<file path="config.mk">
export PLATFORM = sky130hd
export DESIGN_NAME = fscpu_top
export DESIGN_NICKNAME = d
export VERILOG_FILES = /design/src/fscpu_pkg.sv /design/src/discharge_pwm.sv /design/src/fscpu_exec_ctl.sv /design/src/fscpu_req_regs.sv /design/src/fscpu_top.sv /design/src/motor_ctl.sv
export VERILOG_INCLUDE_DIRS = /design/src
export SDC_FILE = /design/constraint.sdc
export NUM_CORES = 1
export LEC_CHECK = 0
export ABC_CLOCK_PERIOD_IN_PS = 28500
export BUFFER_PORTS_ARGS = -buffer_cell sky130_fd_sc_hd__buf_2
export CAP_MARGIN = 40
export CORE_MARGIN = 2
export CORE_UTILIZATION = 60
export CTS_CLUSTER_DIAMETER = 50
export DETAILED_ROUTE_END_ITERATION = 7
export GPL_ROUTABILITY_DRIVEN = 0
export PLACE_DENSITY = 0.85
export SYNTH_ARGS = -nofsm -noshare
export SYNTH_HDL_FRONTEND = slang
export SYNTH_SLANG_ARGS = --single-unit
</file>
<file path="constraint.sdc">
create_clock -name clk -period 28.5 [get_ports clk]
set_clock_uncertainty 0.15 [all_clocks]
set_input_delay 8.55 -clock clk [delete_from_list [all_inputs] [get_ports clk]]
set_output_delay 8.55 -clock clk [all_outputs]
set_load 0.005 [all_outputs]
</file>
<file path="src/fscpu_defines.svh">
`ifndef FSCPU_DEFINES_SVH
`define FSCPU_DEFINES_SVH

// data widths
`define FSCPU_SPEED_W      32
`define FSCPU_STEP_W       32
`define FSCPU_PWM_CNT_W    16
`define FSCPU_PWM_NUM_W    32

// device counts
`define FSCPU_NUM_MOTORS   4
`define FSCPU_NUM_DEVS     5

// bitmap index of the discharge channel, motors sit at 0 to 3
`define FSCPU_DEV_DISCHARGE_BIT 4

// command codes, motor commands use their bitmap index
`define FSCPU_CMD_DISCHARGE 8
`define FSCPU_CMD_CFG       29
`define FSCPU_CMD_EXE       30
`define FSCPU_CMD_STOP      31

`endif

</file>
<file path="src/fscpu_pkg.sv">
`include "fscpu_defines.svh"

package fscpu_pkg;

	typedef logic [`FSCPU_SPEED_W-1:0]   speed_t;
	typedef logic [`FSCPU_STEP_W-1:0]    step_t;
	typedef logic [`FSCPU_PWM_CNT_W-1:0] pwm_cnt_t;
	typedef logic [`FSCPU_PWM_NUM_W-1:0] pwm_num_t;
	typedef logic [`FSCPU_NUM_DEVS-1:0]  dev_bmp_t;

	// host request, en is a one-cycle strobe
	typedef struct packed {
		logic        en;
		logic [31:0] cmd;
		logic [31:0] par0;
		logic [31:0] par1;
		logic [31:0] par2;
		logic [31:0] par3;
	} req_t;

	typedef struct packed {
		logic   dir_back;
		speed_t speed;
		step_t  step;
	} motor_req_t;

	typedef struct packed {
		pwm_cnt_t numerator0;
		pwm_cnt_t numerator1;
		pwm_num_t number0;
		pwm_num_t number1;
	} discharge_req_t;

	// move as seen by the external motor driver
	typedef struct packed {
		logic   start;
		logic   stop;
		speed_t speed;
		step_t  step;
		logic   dir;
	} motor_cmd_t;

	typedef enum logic [2:0] {
		ms_idle,
		ms_launch,
		ms_wait_busy,
		ms_wait_idle,
		ms_done
	} motor_state_e;

	typedef enum logic [1:0] {
		ds_idle,
		ds_phase0,
		ds_phase1,
		ds_done
	} discharge_state_e;

endpackage

</file>
<file path="src/discharge_pwm.sv">
`timescale 1ns/1ns
`include "fscpu_defines.svh"

module discharge_pwm
	import fscpu_pkg::*;
(
	input  logic           clk,
	input  logic           resetn,
	input  logic           enable,
	input  discharge_req_t dreq,
	input  pwm_cnt_t       denominator,
	output logic           drive,
	output logic           exe_done
);

	discharge_state_e             state;
	pwm_cnt_t                     pwm_cnt;
	logic [`FSCPU_PWM_CNT_W:0]    pwm_cnt_inc;
	pwm_num_t                     period_cnt;
	pwm_num_t                     period_next;
	pwm_num_t                     cur_number;
	pwm_cnt_t                     cur_numerator;
	logic                         period_end;
	logic                         phase_end;
	logic                         active;

	assign active        = (state == ds_phase0) || (state == ds_phase1);
	assign cur_number    = (state == ds_phase1) ? dreq.number1 : dreq.number0;
	assign cur_numerator = (state == ds_phase1) ? dreq.numerator1 : dreq.numerator0;

	// extra bit keeps a full-scale denominator from wrapping
	assign pwm_cnt_inc = {1'b0, pwm_cnt} + 1'b1;
	assign period_end  = pwm_cnt_inc >= {1'b0, denominator};
	assign period_next = period_cnt + 1'b1;
	assign phase_end   = period_end && (period_next == cur_number);

	always_ff @(posedge clk) begin
		if (!resetn || !enable) begin
			state      <= ds_idle;
			pwm_cnt    <= '0;
			period_cnt <= '0;
		end else begin
			case (state)
				// phases with no periods are skipped
				ds_idle: begin
					pwm_cnt    <= '0;
					period_cnt <= '0;
					if (dreq.number0 != '0) begin
						state <= ds_phase0;
					end else if (dreq.number1 != '0) begin
						state <= ds_phase1;
					end else begin
						state <= ds_done;
					end
				end
				ds_phase0, ds_phase1: begin
					pwm_cnt <= period_end ? '0 : pwm_cnt_inc[`FSCPU_PWM_CNT_W-1:0];
					if (phase_end) begin
						period_cnt <= '0;
						if ((state == ds_phase0) && (dreq.number1 != '0)) begin
							state <= ds_phase1;
						end else begin
							state <= ds_done;
						end
					end else if (period_end) begin
						period_cnt <= period_next;
					end
				end
				default: begin
					state <= ds_done;
				end
			endcase
		end
	end

	// high for the first numerator cycles of each period
	assign drive    = enable && active && (pwm_cnt < cur_numerator);
	assign exe_done = enable && (state == ds_done);

endmodule

</file>
<file path="src/fscpu_exec_ctl.sv">
`timescale 1ns/1ns
`include "fscpu_defines.svh"

module fscpu_exec_ctl
	import fscpu_pkg::*;
(
	input  logic     clk,
	input  logic     resetn,
	input  req_t     req,
	input  logic     stage_strobe,
	input  dev_bmp_t stage_bit,
	input  dev_bmp_t exe_done,
	output dev_bmp_t oper,
	output logic     req_done
);

	dev_bmp_t staged;
	logic     exe_cmd;
	logic     stop_cmd;
	logic     all_done;

	assign exe_cmd  = req.en && (req.cmd == `FSCPU_CMD_EXE);
	assign stop_cmd = req.en && (req.cmd == `FSCPU_CMD_STOP);

	// every operating device reports done
	assign all_done = (oper != '0) && ((exe_done & oper) == oper);

	// devices staged since the last non-device command
	always_ff @(posedge clk) begin
		if (!resetn) begin
			staged <= '0;
		end else if (req.en) begin
			if (stage_strobe) begin
				staged <= staged | stage_bit;
			end else begin
				staged <= '0;
			end
		end
	end

	// a cleared bit holds its channel idle
	always_ff @(posedge clk) begin
		if (!resetn) begin
			oper <= '0;
		end else if (exe_cmd) begin
			oper <= staged;
		end else if (stop_cmd || all_done) begin
			oper <= '0;
		end
	end

	// held until the host sends the next request
	always_ff @(posedge clk) begin
		if (!resetn) begin
			req_done <= 1'b0;
		end else if (all_done && !exe_cmd) begin
			req_done <= 1'b1;
		end else if (req.en) begin
			req_done <= 1'b0;
		end
	end

	// completion must retire the run in the same edge
	assert property (@(posedge clk) disable iff (!resetn)
		!(req_done && (oper != '0)))
	else
		$error("req_done high while devices still operating: %b", oper);

endmodule

</file>
<file path="src/fscpu_req_regs.sv">
`timescale 1ns/1ns
`include "fscpu_defines.svh"

module fscpu_req_regs
	import fscpu_pkg::*;
(
	input  logic                                   clk,
	input  logic                                   resetn,
	input  req_t                                   req,
	output motor_req_t [`FSCPU_NUM_MOTORS-1:0]     motor_req,
	output discharge_req_t                         discharge_req,
	output pwm_cnt_t                               denominator,
	output logic                                   stage_strobe,
	output dev_bmp_t                               stage_bit
);

	logic cfg_hit;
	logic discharge_hit;

	assign cfg_hit       = req.en && (req.cmd == `FSCPU_CMD_CFG);
	assign discharge_hit = req.en && (req.cmd == `FSCPU_CMD_DISCHARGE);

	// per motor move parameters
	for (genvar i = 0; i < `FSCPU_NUM_MOTORS; i++) begin : g_motor_req
		always_ff @(posedge clk) begin
			if (req.en && (req.cmd == i)) begin
				motor_req[i].dir_back <= req.par0[1];
				motor_req[i].speed    <= req.par1[`FSCPU_SPEED_W-1:0];
				motor_req[i].step     <= req.par2[`FSCPU_STEP_W-1:0];
			end
		end
	end

	// two-phase pwm settings
	always_ff @(posedge clk) begin
		if (discharge_hit) begin
			discharge_req.numerator0 <= req.par0[`FSCPU_PWM_CNT_W-1:0];
			discharge_req.numerator1 <= req.par0[16 +: `FSCPU_PWM_CNT_W];
			discharge_req.number0    <= req.par1[`FSCPU_PWM_NUM_W-1:0];
			discharge_req.number1    <= req.par2[`FSCPU_PWM_NUM_W-1:0];
		end
	end

	// pwm period length from the configuration command
	always_ff @(posedge clk) begin
		if (!resetn) begin
			denominator <= '0;
		end else if (cfg_hit) begin
			denominator <= req.par2[`FSCPU_PWM_CNT_W-1:0];
		end
	end

	// device command decode for staging
	always_comb begin
		stage_bit = '0;
		for (int k = 0; k < `FSCPU_NUM_MOTORS; k++) begin
			if (req.cmd == k) begin
				stage_bit[k] = 1'b1;
			end
		end
		if (req.cmd == `FSCPU_CMD_DISCHARGE) begin
			stage_bit[`FSCPU_DEV_DISCHARGE_BIT] = 1'b1;
		end
		if (!req.en) begin
			stage_bit = '0;
		end
	end

	// any motor code or the discharge code
	assign stage_strobe = discharge_hit || (req.en && (req.cmd < `FSCPU_NUM_MOTORS));

	// execute control relies on a single staged device per strobe
	assert property (@(posedge clk) disable iff (!resetn)
		stage_strobe |-> $onehot(stage_bit))
	else
		$error("stage_bit not one-hot: %b", stage_bit);

endmodule

</file>
<file path="src/fscpu_top.sv">
`timescale 1ns/1ns
`include "fscpu_defines.svh"

module fscpu_top
	import fscpu_pkg::*;
(
	input  logic                               clk,
	input  logic                               resetn,
	input  req_t                               req,
	input  logic [`FSCPU_NUM_MOTORS-1:0]       motor_busy,
	output motor_cmd_t [`FSCPU_NUM_MOTORS-1:0] motor_cmd,
	output logic                               discharge_drive,
	output logic                               req_done
);

	motor_req_t [`FSCPU_NUM_MOTORS-1:0] motor_req;
	discharge_req_t                     discharge_req;
	pwm_cnt_t                           denominator;
	logic                               stage_strobe;
	dev_bmp_t                           stage_bit;
	dev_bmp_t                           oper;
	dev_bmp_t                           exe_done;

	fscpu_req_regs i_req_regs (
		.clk          (clk),
		.resetn       (resetn),
		.req          (req),
		.motor_req    (motor_req),
		.discharge_req(discharge_req),
		.denominator  (denominator),
		.stage_strobe (stage_strobe),
		.stage_bit    (stage_bit)
	);

	fscpu_exec_ctl i_exec_ctl (
		.clk         (clk),
		.resetn      (resetn),
		.req         (req),
		.stage_strobe(stage_strobe),
		.stage_bit   (stage_bit),
		.exe_done    (exe_done),
		.oper        (oper),
		.req_done    (req_done)
	);

	// left push, right push, x align, y align
	for (genvar g = 0; g < `FSCPU_NUM_MOTORS; g++) begin : g_motor
		motor_ctl i_motor (
			.clk     (clk),
			.resetn  (resetn),
			.enable  (oper[g]),
			.mreq    (motor_req[g]),
			.busy    (motor_busy[g]),
			.cmd     (motor_cmd[g]),
			.exe_done(exe_done[g])
		);
	end

	discharge_pwm i_discharge (
		.clk        (clk),
		.resetn     (resetn),
		.enable     (oper[`FSCPU_DEV_DISCHARGE_BIT]),
		.dreq       (discharge_req),
		.denominator(denominator),
		.drive      (discharge_drive),
		.exe_done   (exe_done[`FSCPU_DEV_DISCHARGE_BIT])
	);

endmodule

</file>
<file path="src/motor_ctl.sv">
`timescale 1ns/1ns

module motor_ctl
	import fscpu_pkg::*;
(
	input  logic       clk,
	input  logic       resetn,
	input  logic       enable,
	input  motor_req_t mreq,
	input  logic       busy,
	output motor_cmd_t cmd,
	output logic       exe_done
);

	motor_state_e state;
	motor_state_e state_next;
	speed_t       speed_q;
	step_t        step_q;
	logic         dir_q;
	logic         moving;

	always_comb begin
		state_next = state;
		if (!enable) begin
			state_next = ms_idle;
		end else begin
			case (state)
				ms_idle: begin
					state_next = ms_launch;
				end
				ms_launch: begin
					state_next = ms_wait_busy;
				end
				// driver takes a while to pick up the move
				ms_wait_busy: begin
					if (busy) begin
						state_next = ms_wait_idle;
					end
				end
				ms_wait_idle: begin
					if (!busy) begin
						state_next = ms_done;
					end
				end
				ms_done: begin
					state_next = ms_done;
				end
				default: begin
					state_next = ms_idle;
				end
			endcase
		end
	end

	always_ff @(posedge clk) begin
		if (!resetn) begin
			state <= ms_idle;
		end else begin
			state <= state_next;
		end
	end

	// capture the move as it is launched
	always_ff @(posedge clk) begin
		if ((state == ms_idle) && enable) begin
			speed_q <= mreq.speed;
			step_q  <= mreq.step;
			dir_q   <= mreq.dir_back;
		end
	end

	assign moving = (state == ms_launch) || (state == ms_wait_busy) ||
	                (state == ms_wait_idle);

	always_comb begin
		cmd.start = (state == ms_launch) && enable;
		// disabled mid-move, state returns to idle on the next edge
		cmd.stop  = moving && !enable;
		cmd.speed = speed_q;
		cmd.step  = step_q;
		cmd.dir   = dir_q;
	end

	assign exe_done = enable && (state == ms_done);

	// one move per enable
	assert property (@(posedge clk) disable iff (!resetn)
		cmd.start |=> !cmd.start)
	else
		$error("motor start held for more than one cycle");

endmodule

</file>
==> summary.md, run 1 <==
| Metric | Value |
|---|---|
| Status | complete, no violations |
| Final hold violations | 0 |
| Max-slew violations | 0 |
| Setup crit end kind | output pin |
| P&R area growth vs syn | 19.8% |
| Post-synth top cells | 616 x edfxtp_1, 89 x dfxtp_1, 78 x nor2_1, 65 x mux2i_1, 57 x nand2_1 |
| Dominant cell by count in the synthesized netlist | edfxtp_1 |
| Worst-Skew Late Latency | between 0.5 and 0.6 ns |
| Syn_nets | between 1500 and 2000 |
| Setup tns final | 0 ns |
| Post-layout min period | approximately 12 ns |
| Hpwl dp | about 37000 um |
| Clk buf depth | 3 |
| Starting Density | between 60 and 70% |
| DRC | 0 |
| Core Box Area | 41900 um^2 |
| HP Class | reg2reg |
| PortBufs | 404 |
| Pre-antenna DRT Iters | 5 |
| Ys async rst share | 0% |
| Placed cell count | ~2400 |
| Crit Path Class | reg2out |
| Total gr overflow | 0 |
| RSZ-0062 raised after global routing | no |
| Post-synth top flop | edfxtp_1 |
| Clock slew at reported path FFs | ~0.06 ns |
| Top cell type's share of synthesized area | 72.7% |
| # hold bufs at CTS | 0 |
| Yosys reg bits | slightly above 700 |
| Final core occ | a little over 70% |
| Period utilization | between 40% and 50% |
| H-tree depth | 3 |
| Total length of routed wires | roughly 56000 um |
| Seq/Total Area, Yosys | 79.7% |
| Netlist cell types | 77 |
| Synth Warn # | 0 |
| CP max FO | between 40 and 50 |
| Number of synthesized flops with an enable pin | slightly above 600 |
| Resize count post-CTS | 0 |
| Initial DRC count | 1416 |
| Startpoint Class | flip-flop |
| Die area | about 44000 um^2 |
| Vias in the first global route | 14657 |
| Syn Area/Cell | about 18 um^2 |
| Largest net degree at the start of global routing | 67 |
| Post-CTS setup buffer count | 0 |
| Worst Max-Slew Pin Slew | roughly 0.89 ns |
| GRT Overall Usage | approximately 25% |
| Via density | around 5.7 |
| Fin cells | approximately 2500 |
| Leak pwr | 10.7 nW |
| Die Y | 210 um |
| Initial antenna violation count | 5 |
| Yosys top cell by area | edfxtp_1 |
| Rows | 75 |
| MaxCap Viol Count | 0 |
| Slew headroom | 40.3% |
| Area contributors post-synth | edfxtp_1 73%, dfxtp_1 7.0%, mux2i_1 2.6%, ha_1 1.8%, xnor2_1 1.7% |
| Post-Syn Area | approximately 25000 um^2 |
| IO Count | approximately 440 |
| Via count | between 10000 and 15000 |
| Required time of the critical path | 19.80 ns |
| Path depth of the worst reg2reg path | 14 |
| Die X | about 210 um |
| Root Buffer | clkbuf_16 |
| Max frequency | around 80 MHz |
| Pwr Density | 68.8 nW/um^2 |
| Sink Count | between 700 and 800 |
| First-pass GRT wire length | about 84000 um |
| Routed len/inst | 22.5 um |
| Post-synthesis instance total | 1439 |
| CTS Buf Count | 72 |
| Layout Nets | 2097 |
| CP arrival | between 3 and 4 ns |
| Final setup violation count | 0 |
| Hold Path Depth | 0 |
| CTS tree | yes |
| Peak VDD IR | around 0.000048 V |
| Share of cells above drive strength 1 | 29.2% |
| Antenna-violating nets left | 0 |
==> metal layers <==
layer	part of all wire [%]	GRT usage (%)	vias to the layer above
met1	38	31.3	6983
met2	52	45.0	651
met4	3.0	8.68	8
met5	0.082	0	-
met3	7.2	5.33	127
li1	-	-	6433
==> registers in the layout, summed over array words and instances, names as in the netlist <==
name / flops
g_motor.i_motor.dir_q: 4
g_motor.i_motor.speed_q: 128
g_motor.i_motor.state: 12
g_motor.i_motor.step_q: 128
i_discharge.period_cnt: 32
i_discharge.pwm_cnt: 16
i_discharge.state: 2
i_exec_ctl.oper: 5
i_exec_ctl.req_done: 1
i_exec_ctl.staged: 5
i_req_regs.denominator: 16
i_req_regs.discharge_req: 96
i_req_regs.motor_req: 260
==> cell usage in the layout (no fill, tap or decap), drive strengths merged, types with 5 or more instances in the layout <==
cell type / count
and4: 6
mux2i: 67
buf: 425
nand2: 57
a31oi: 6
and2: 7
nor2b: 28
xor2: 28
o21ai: 17
a21o: 6
nor3b: 5
inv: 32
o21a: 13
nand2b: 5
a22oi: 6
ha: 37
nor3: 36
or3: 10
dfxtp: 89
nand3: 33
edfxtp: 616
clkbuf: 93
a21oi: 28
nor4: 30
nand4: 30
nor2: 78
o31ai: 6
bufinv: 8
xnor2: 49
nor4bb: 5
nand3b: 6
and3: 21
clkinv: 18
==> power by group <==
part           total (mW)  internal, mW   switching (mW)
sequential           1.11          1.11  0.0000000000596
combinational      0.0193       0.00741           0.0119
clock               0.963         0.577            0.387
==> cell families (layout without fill, tap and decap cells) <==
logic type               after synthesis  after routing  synth area share, %
multiplexers                          69             69                 2.75
AND/OR/NAND/NOR                      375            375                 8.05
adder cells (fa/ha/maj)               37             37                 1.82
flip-flops                           705            705                 79.7
AO/OA/AOI/OAI                        106            106                 2.82
other                                  0              1                    0
buffers and inverters                 67            580                 1.89
XOR/XNOR                              80             80                 2.93
==> per-stage QoR <==
| step | hold slack, ns | cell area, um^2 | total power, mW | setup WS (ns) |
|---|---|---|---|---|
| 3_5_place_dp | 0.255 | 28000 | 1.16 | 16.88 |
| 5_1_grt | 0.263 | 30500 | 2.15 | 16.06 |
| 4_1_cts | 0.258 | 30500 | 2.11 | 16.26 |
| 3_3_place_gp | 0.251 | 27900 | 1.15 | 16.76 |
| 2_1_floorplan | 0.250 | 25400 | 1.14 | 9.05 |
| 6_report | 0.259 | 30500 | 2.10 | 16.32 |
==> worst max-delay path: stages, from the launching register on <==
cell and delay, ns:
dfxtp_1 0.35, inv_1 0.10, ha_2 0.30, buf_4 0.70
mux2i_1 0.27, ha_1 0.26, a21oi_1 0.13, nor2b_1 0.06
o21ai_0 0.24, o211ai_1 0.13, a41oi_1 0.18, buf_2 0.16
==> final cells by class <==
cell class              instances  area [um^2]
clock buffers                  93         2010
multi-input cells             667         4740
well taps                     539          674
repair buffers                425         2230
flip-flops and latches        705        20300
fillers                      2518        11400
clock inverters                40          453
diodes                          1         2.50
inverters                      22         82.6
==> final timing paths <==
check	from	to	slack, ns
setup / recovery	i_discharge.state[0]	discharge_drive	16.32
hold / removal	i_req_regs.motor_req[98]	g_motor[1].i_motor.speed_q[1]	0.26
setup reg to reg	i_discharge.pwm_cnt[0]	i_discharge.period_cnt[0]	23.98
hold reg to reg	i_req_regs.motor_req[98]	g_motor[1].i_motor.speed_q[1]	0.26
Power figures use the tool's default switching activity.
==> inputs of run 2 (changes only) <==
--- a/config.mk
+++ b/config.mk
@@ -6,15 +6,16 @@
 export SDC_FILE = /design/constraint.sdc
 export NUM_CORES = 1
 export LEC_CHECK = 0
-export ABC_CLOCK_PERIOD_IN_PS = 28500
+export ABC_AREA = 1
+export ABC_CLOCK_PERIOD_IN_PS = 12300
 export BUFFER_PORTS_ARGS = -buffer_cell sky130_fd_sc_hd__buf_2
 export CAP_MARGIN = 40
 export CORE_MARGIN = 2
-export CORE_UTILIZATION = 60
+export CORE_UTILIZATION = 56
 export CTS_CLUSTER_DIAMETER = 50
 export DETAILED_ROUTE_END_ITERATION = 7
 export GPL_ROUTABILITY_DRIVEN = 0
-export PLACE_DENSITY = 0.85
+export PLACE_DENSITY = 0.8
 export SYNTH_ARGS = -nofsm -noshare
 export SYNTH_HDL_FRONTEND = slang
 export SYNTH_SLANG_ARGS = --single-unit
==> constraint.sdc (replaced) <==
create_clock -name clk -period 12.3 [get_ports clk]
set_clock_uncertainty 0.15 [all_clocks]
set_input_delay 3.69 -clock clk [delete_from_list [all_inputs] [get_ports clk]]
set_output_delay 3.69 -clock clk [all_outputs]
set_load 0.005 [all_outputs]
==> run 2 against run 1 <==
  * Cell count is 16% higher
  * Synthesized cell count is 24% higher
  * Sequential share of layout area is 1.1 points lower
  * Register-to-register slack worse by 16 ns
  * Die area is 8.8% higher
  * Final area is 1.7% higher
  * Critical path type unchanged
  * Largest cell class unchanged
==> summary.md, run 2 <==
| Metric | Value |
|---|---|
| Final setup violation count | 0 (unchanged) |
| Max frequency | between 100 and 150 MHz |
| CP arrival | 3.20 ns (-0.28 ns) |
| Yosys top cell by area | edfxtp_1 |
| CTS tree | yes |
| Die Y | 219 um (+4.3%) |
| Share of cells above drive strength 1 | 26.4% (-2.8 points) |
| Max-slew violations | 0 (unchanged) |
| Peak VDD IR | 0.000105 V (+120%) |
| Period utilization | 57.2% |
| Routed len/inst | 21.2 um (-5.9%) |
| Pwr Density | 153 nW/um^2 (+120%) |
| CTS Buf Count | 70 (-2.8%) |
| Hpwl dp | 41200 um (+11%) |
| Dominant cell by count in the synthesized netlist | edfxtp_1 |
| Max reg flops | 260 (unchanged) |
| # hold bufs at CTS | 0 (unchanged) |
| Via density | 5.56 (-2.5%) |
| Reg-to-reg endpoint | i_discharge.period_cnt[31] |
| Core Box Area | 45500 um^2 (+8.7%) |
| Syn Area/Cell | 14.5 um^2 (-18%) |
| H-tree depth | 3 (unchanged) |
| Register with the most flip-flops | i_req_regs.motor_req |
| DRC | 0 (unchanged) |
| Top flop regs | i_req_regs.motor_req x260, g_motor.i_motor.speed_q x128, g_motor.i_motor.step_q x128 |
| Post-Syn Area | 25900 um^2 (+1.7%) |
| Die X | 219 um (+4.3%) |
| Setup tns final | 0 ns (unchanged) |
| MaxCap Viol Count | 0 (unchanged) |
| # fillers | 3124 (+24%) |
| Yosys reg bits | 705 (unchanged) |
| Synth Warn # | 0 (unchanged) |
| First-pass GRT wire length | 91100 um (+8.4%) |
| Initial antenna violation count | 4 (-1) |
| Worst-Skew Late Latency | 0.61 ns (+0.03 ns) |
| Total power | 4.75 mW (+130%) |
| Commonest non-fill, non-tap cells in the layout | 616 x edfxtp_1, 404 x buf_2, 302 x nand2_1 |
| Startpoint Class | flip-flop |
| Required time of the critical path | 8.46 ns (-11.34 ns) |
| Path depth of the worst reg2reg path | 18 (+4) |
| Top cell type's share of synthesized area | 71.5% (-1.2 points) |
| Vias in the first global route | 15818 (+7.9%) |
| GRT Overall Usage | 25.6% (+0.17 points) |
| Via count | 16088 (+13%) |
| Post-layout min period | 7.04 ns |
| Pre-antenna DRT Iters | 6 (+1) |
| Sink Count | 705 (unchanged) |
| Post-CTS setup buffer count | 0 (unchanged) |
| Area contributors post-synth | edfxtp_1 71%, dfxtp_1 6.9%, nand2_1 4.4%, inv_1 1.9%, ha_1 1.8% |
| Root Buffer | clkbuf_16 |
| Rows | 78 (+4.0%) |
| Slew headroom | 42.8% (+2.4 points) |
| Min-delay src | i_req_regs.motor_req[192] |
| Post-synth top cells | 616 x edfxtp_1, 302 x nand2_1, 130 x inv_1, 116 x nor2_1, 89 x dfxtp_1 |
| FF-to-FF setup slack | 7.89 ns (-16.09 ns) |
| Number of synthesized flops with an enable pin | 616 (unchanged) |
| Die area | 47900 um^2 (+8.8%) |
| Total length of routed wires | 61400 um (+9.3%) |
| Total gr overflow | 0 (unchanged) |
| Layout Nets | 2440 (+16%) |
| Initial DRC count | 1540 (+8.8%) |
| Leak pwr | 11.2 nW (+4.4%) |
| Post-synth top flop | edfxtp_1 |
| HP Class | reg2reg |
| Netlist cell types | 48 (-38%) |
| Antenna-violating nets left | 0 (unchanged) |
| P&R area growth vs syn | 19.8% (about the same) |
| Syn_nets | 1983 (+21%) |
| Worst Max-Slew Pin Slew | 0.857 ns (-0.0363 ns) |
| Seq/Total Area, Yosys | 78.4% (-1.4 points) |
| Clock slew at reported path FFs | 0.07 ns (about the same) |
| Largest net degree at the start of global routing | 65 (-3.0%) |
| Final hold violations | 0 (unchanged) |
| Status | complete, no violations |
| RSZ-0062 raised after global routing | no |
| Hold Path Sink | g_motor[2].i_motor.speed_q[30] |
| Setup crit end kind | output pin |
| Starting Density | 56.9% (-3.9 points) |
| CP max FO | 18 (-61%) |
| PortBufs | 404 (unchanged) |
| Resize count post-CTS | 0 (unchanged) |
| Ys async rst share | 0% (unchanged) |
| Reg-to-reg startpoint | i_discharge.pwm_cnt[3] |
| Crit Path Class | reg2out |
| Post-synthesis instance total | 1779 (+24%) |
| Hold Path Depth | 0 (unchanged) |
| IO Count | 437 (unchanged) |
| Most common cell after layout, fill and taps aside | edfxtp_1 |
| Clk buf depth | 3 (unchanged) |
[run 2: kinds of logic (layout without fill, tap and decap cells)]
group | after synthesis | in the layout | synth area share (%)
flip-flops | 705 | 705 | 78.4
AND/OR/NAND/NOR | 644 | 644 | 12.0
AO/OA/AOI/OAI | 189 | 189 | 3.92
buffers and inverters | 171 | 683 | 2.68
adder cells (fa/ha/maj) | 37 | 37 | 1.79
multiplexers | 21 | 21 | 0.812
XOR/XNOR | 12 | 12 | 0.459
other | 0 | 3 | 0
[run 2: final cells by class]
type	count	area [um^2]	share of cell area, %
Sequential cell	705	20300	65.4
Multi-Input combinational cell	903	4970	16.0
Timing Repair Buffer	425	2200	7.10
Clock buffer	81	1870	6.02
Tap cell	600	751	2.42
Inverter	131	492	1.59
Clock inverter	46	425	1.37
Antenna cell	3	7.51	0.0242
[run 2: routing by layer]
| metal | GRT usage (%) | routed length, um |
|---|---|---|
| met5 | 0 | 11 |
| met4 | 9.19 | 1770 |
| met3 | 4.60 | 4400 |
| met2 | 44.5 | 31500 |
| met1 | 32.4 | 23700 |
[run 2: worst max-delay path: stages, from the launching register on]
cell,delay [ns]
dfxtp_1,0.33
inv_1,0.11
ha_2,0.60
mux2i_1,0.32
ha_1,0.28
nand2_1,0.09
nor2_1,0.05
a211oi_1,0.18
o221ai_1,0.15
a211oi_1,0.26
buf_2,0.19
[run 2: how the worst max path moves through the flow]
stage | start | slack, ns | endpoint
after floorplan | req[153] | 1.67 | i_req_regs.discharge_req[0]
after global placement | req[157] | 5.15 | i_req_regs.motor_req[211]
after detailed placement | req[152] | 5.03 | i_req_regs.motor_req[222]
after CTS | i_discharge.state[0] | 5.24 | discharge_drive
after global routing | i_discharge.state[0] | 4.98 | discharge_drive
final | i_discharge.state[0] | 5.26 | discharge_drive
[run 2: power breakdown]
group	internal, mW	switching [mW]	leakage, nW
Combinational	0.0164	0.0307	3.82
Clock	1.23	0.896	1.13
Sequential	2.58	0.000000000145	6.25
Total	3.82	0.927	11.2
[run 2: per-stage QoR]
step | hold slack [ns] | util (%) | setup WS, ns | cell area [um^2] | instances
after global routing | 0.273 | 68.1 | 4.98 | 31000 | 2891
after floorplan | 0.250 | - | 1.67 | 25900 | 1779
after CTS | 0.264 | 68.1 | 5.24 | 31000 | 2891
after detailed placement | 0.255 | 63.1 | 5.03 | 28700 | 2764
final | 0.264 | 68.1 | 5.26 | 31000 | 2894
after global placement | 0.251 | 63.0 | 5.15 | 28700 | 2762
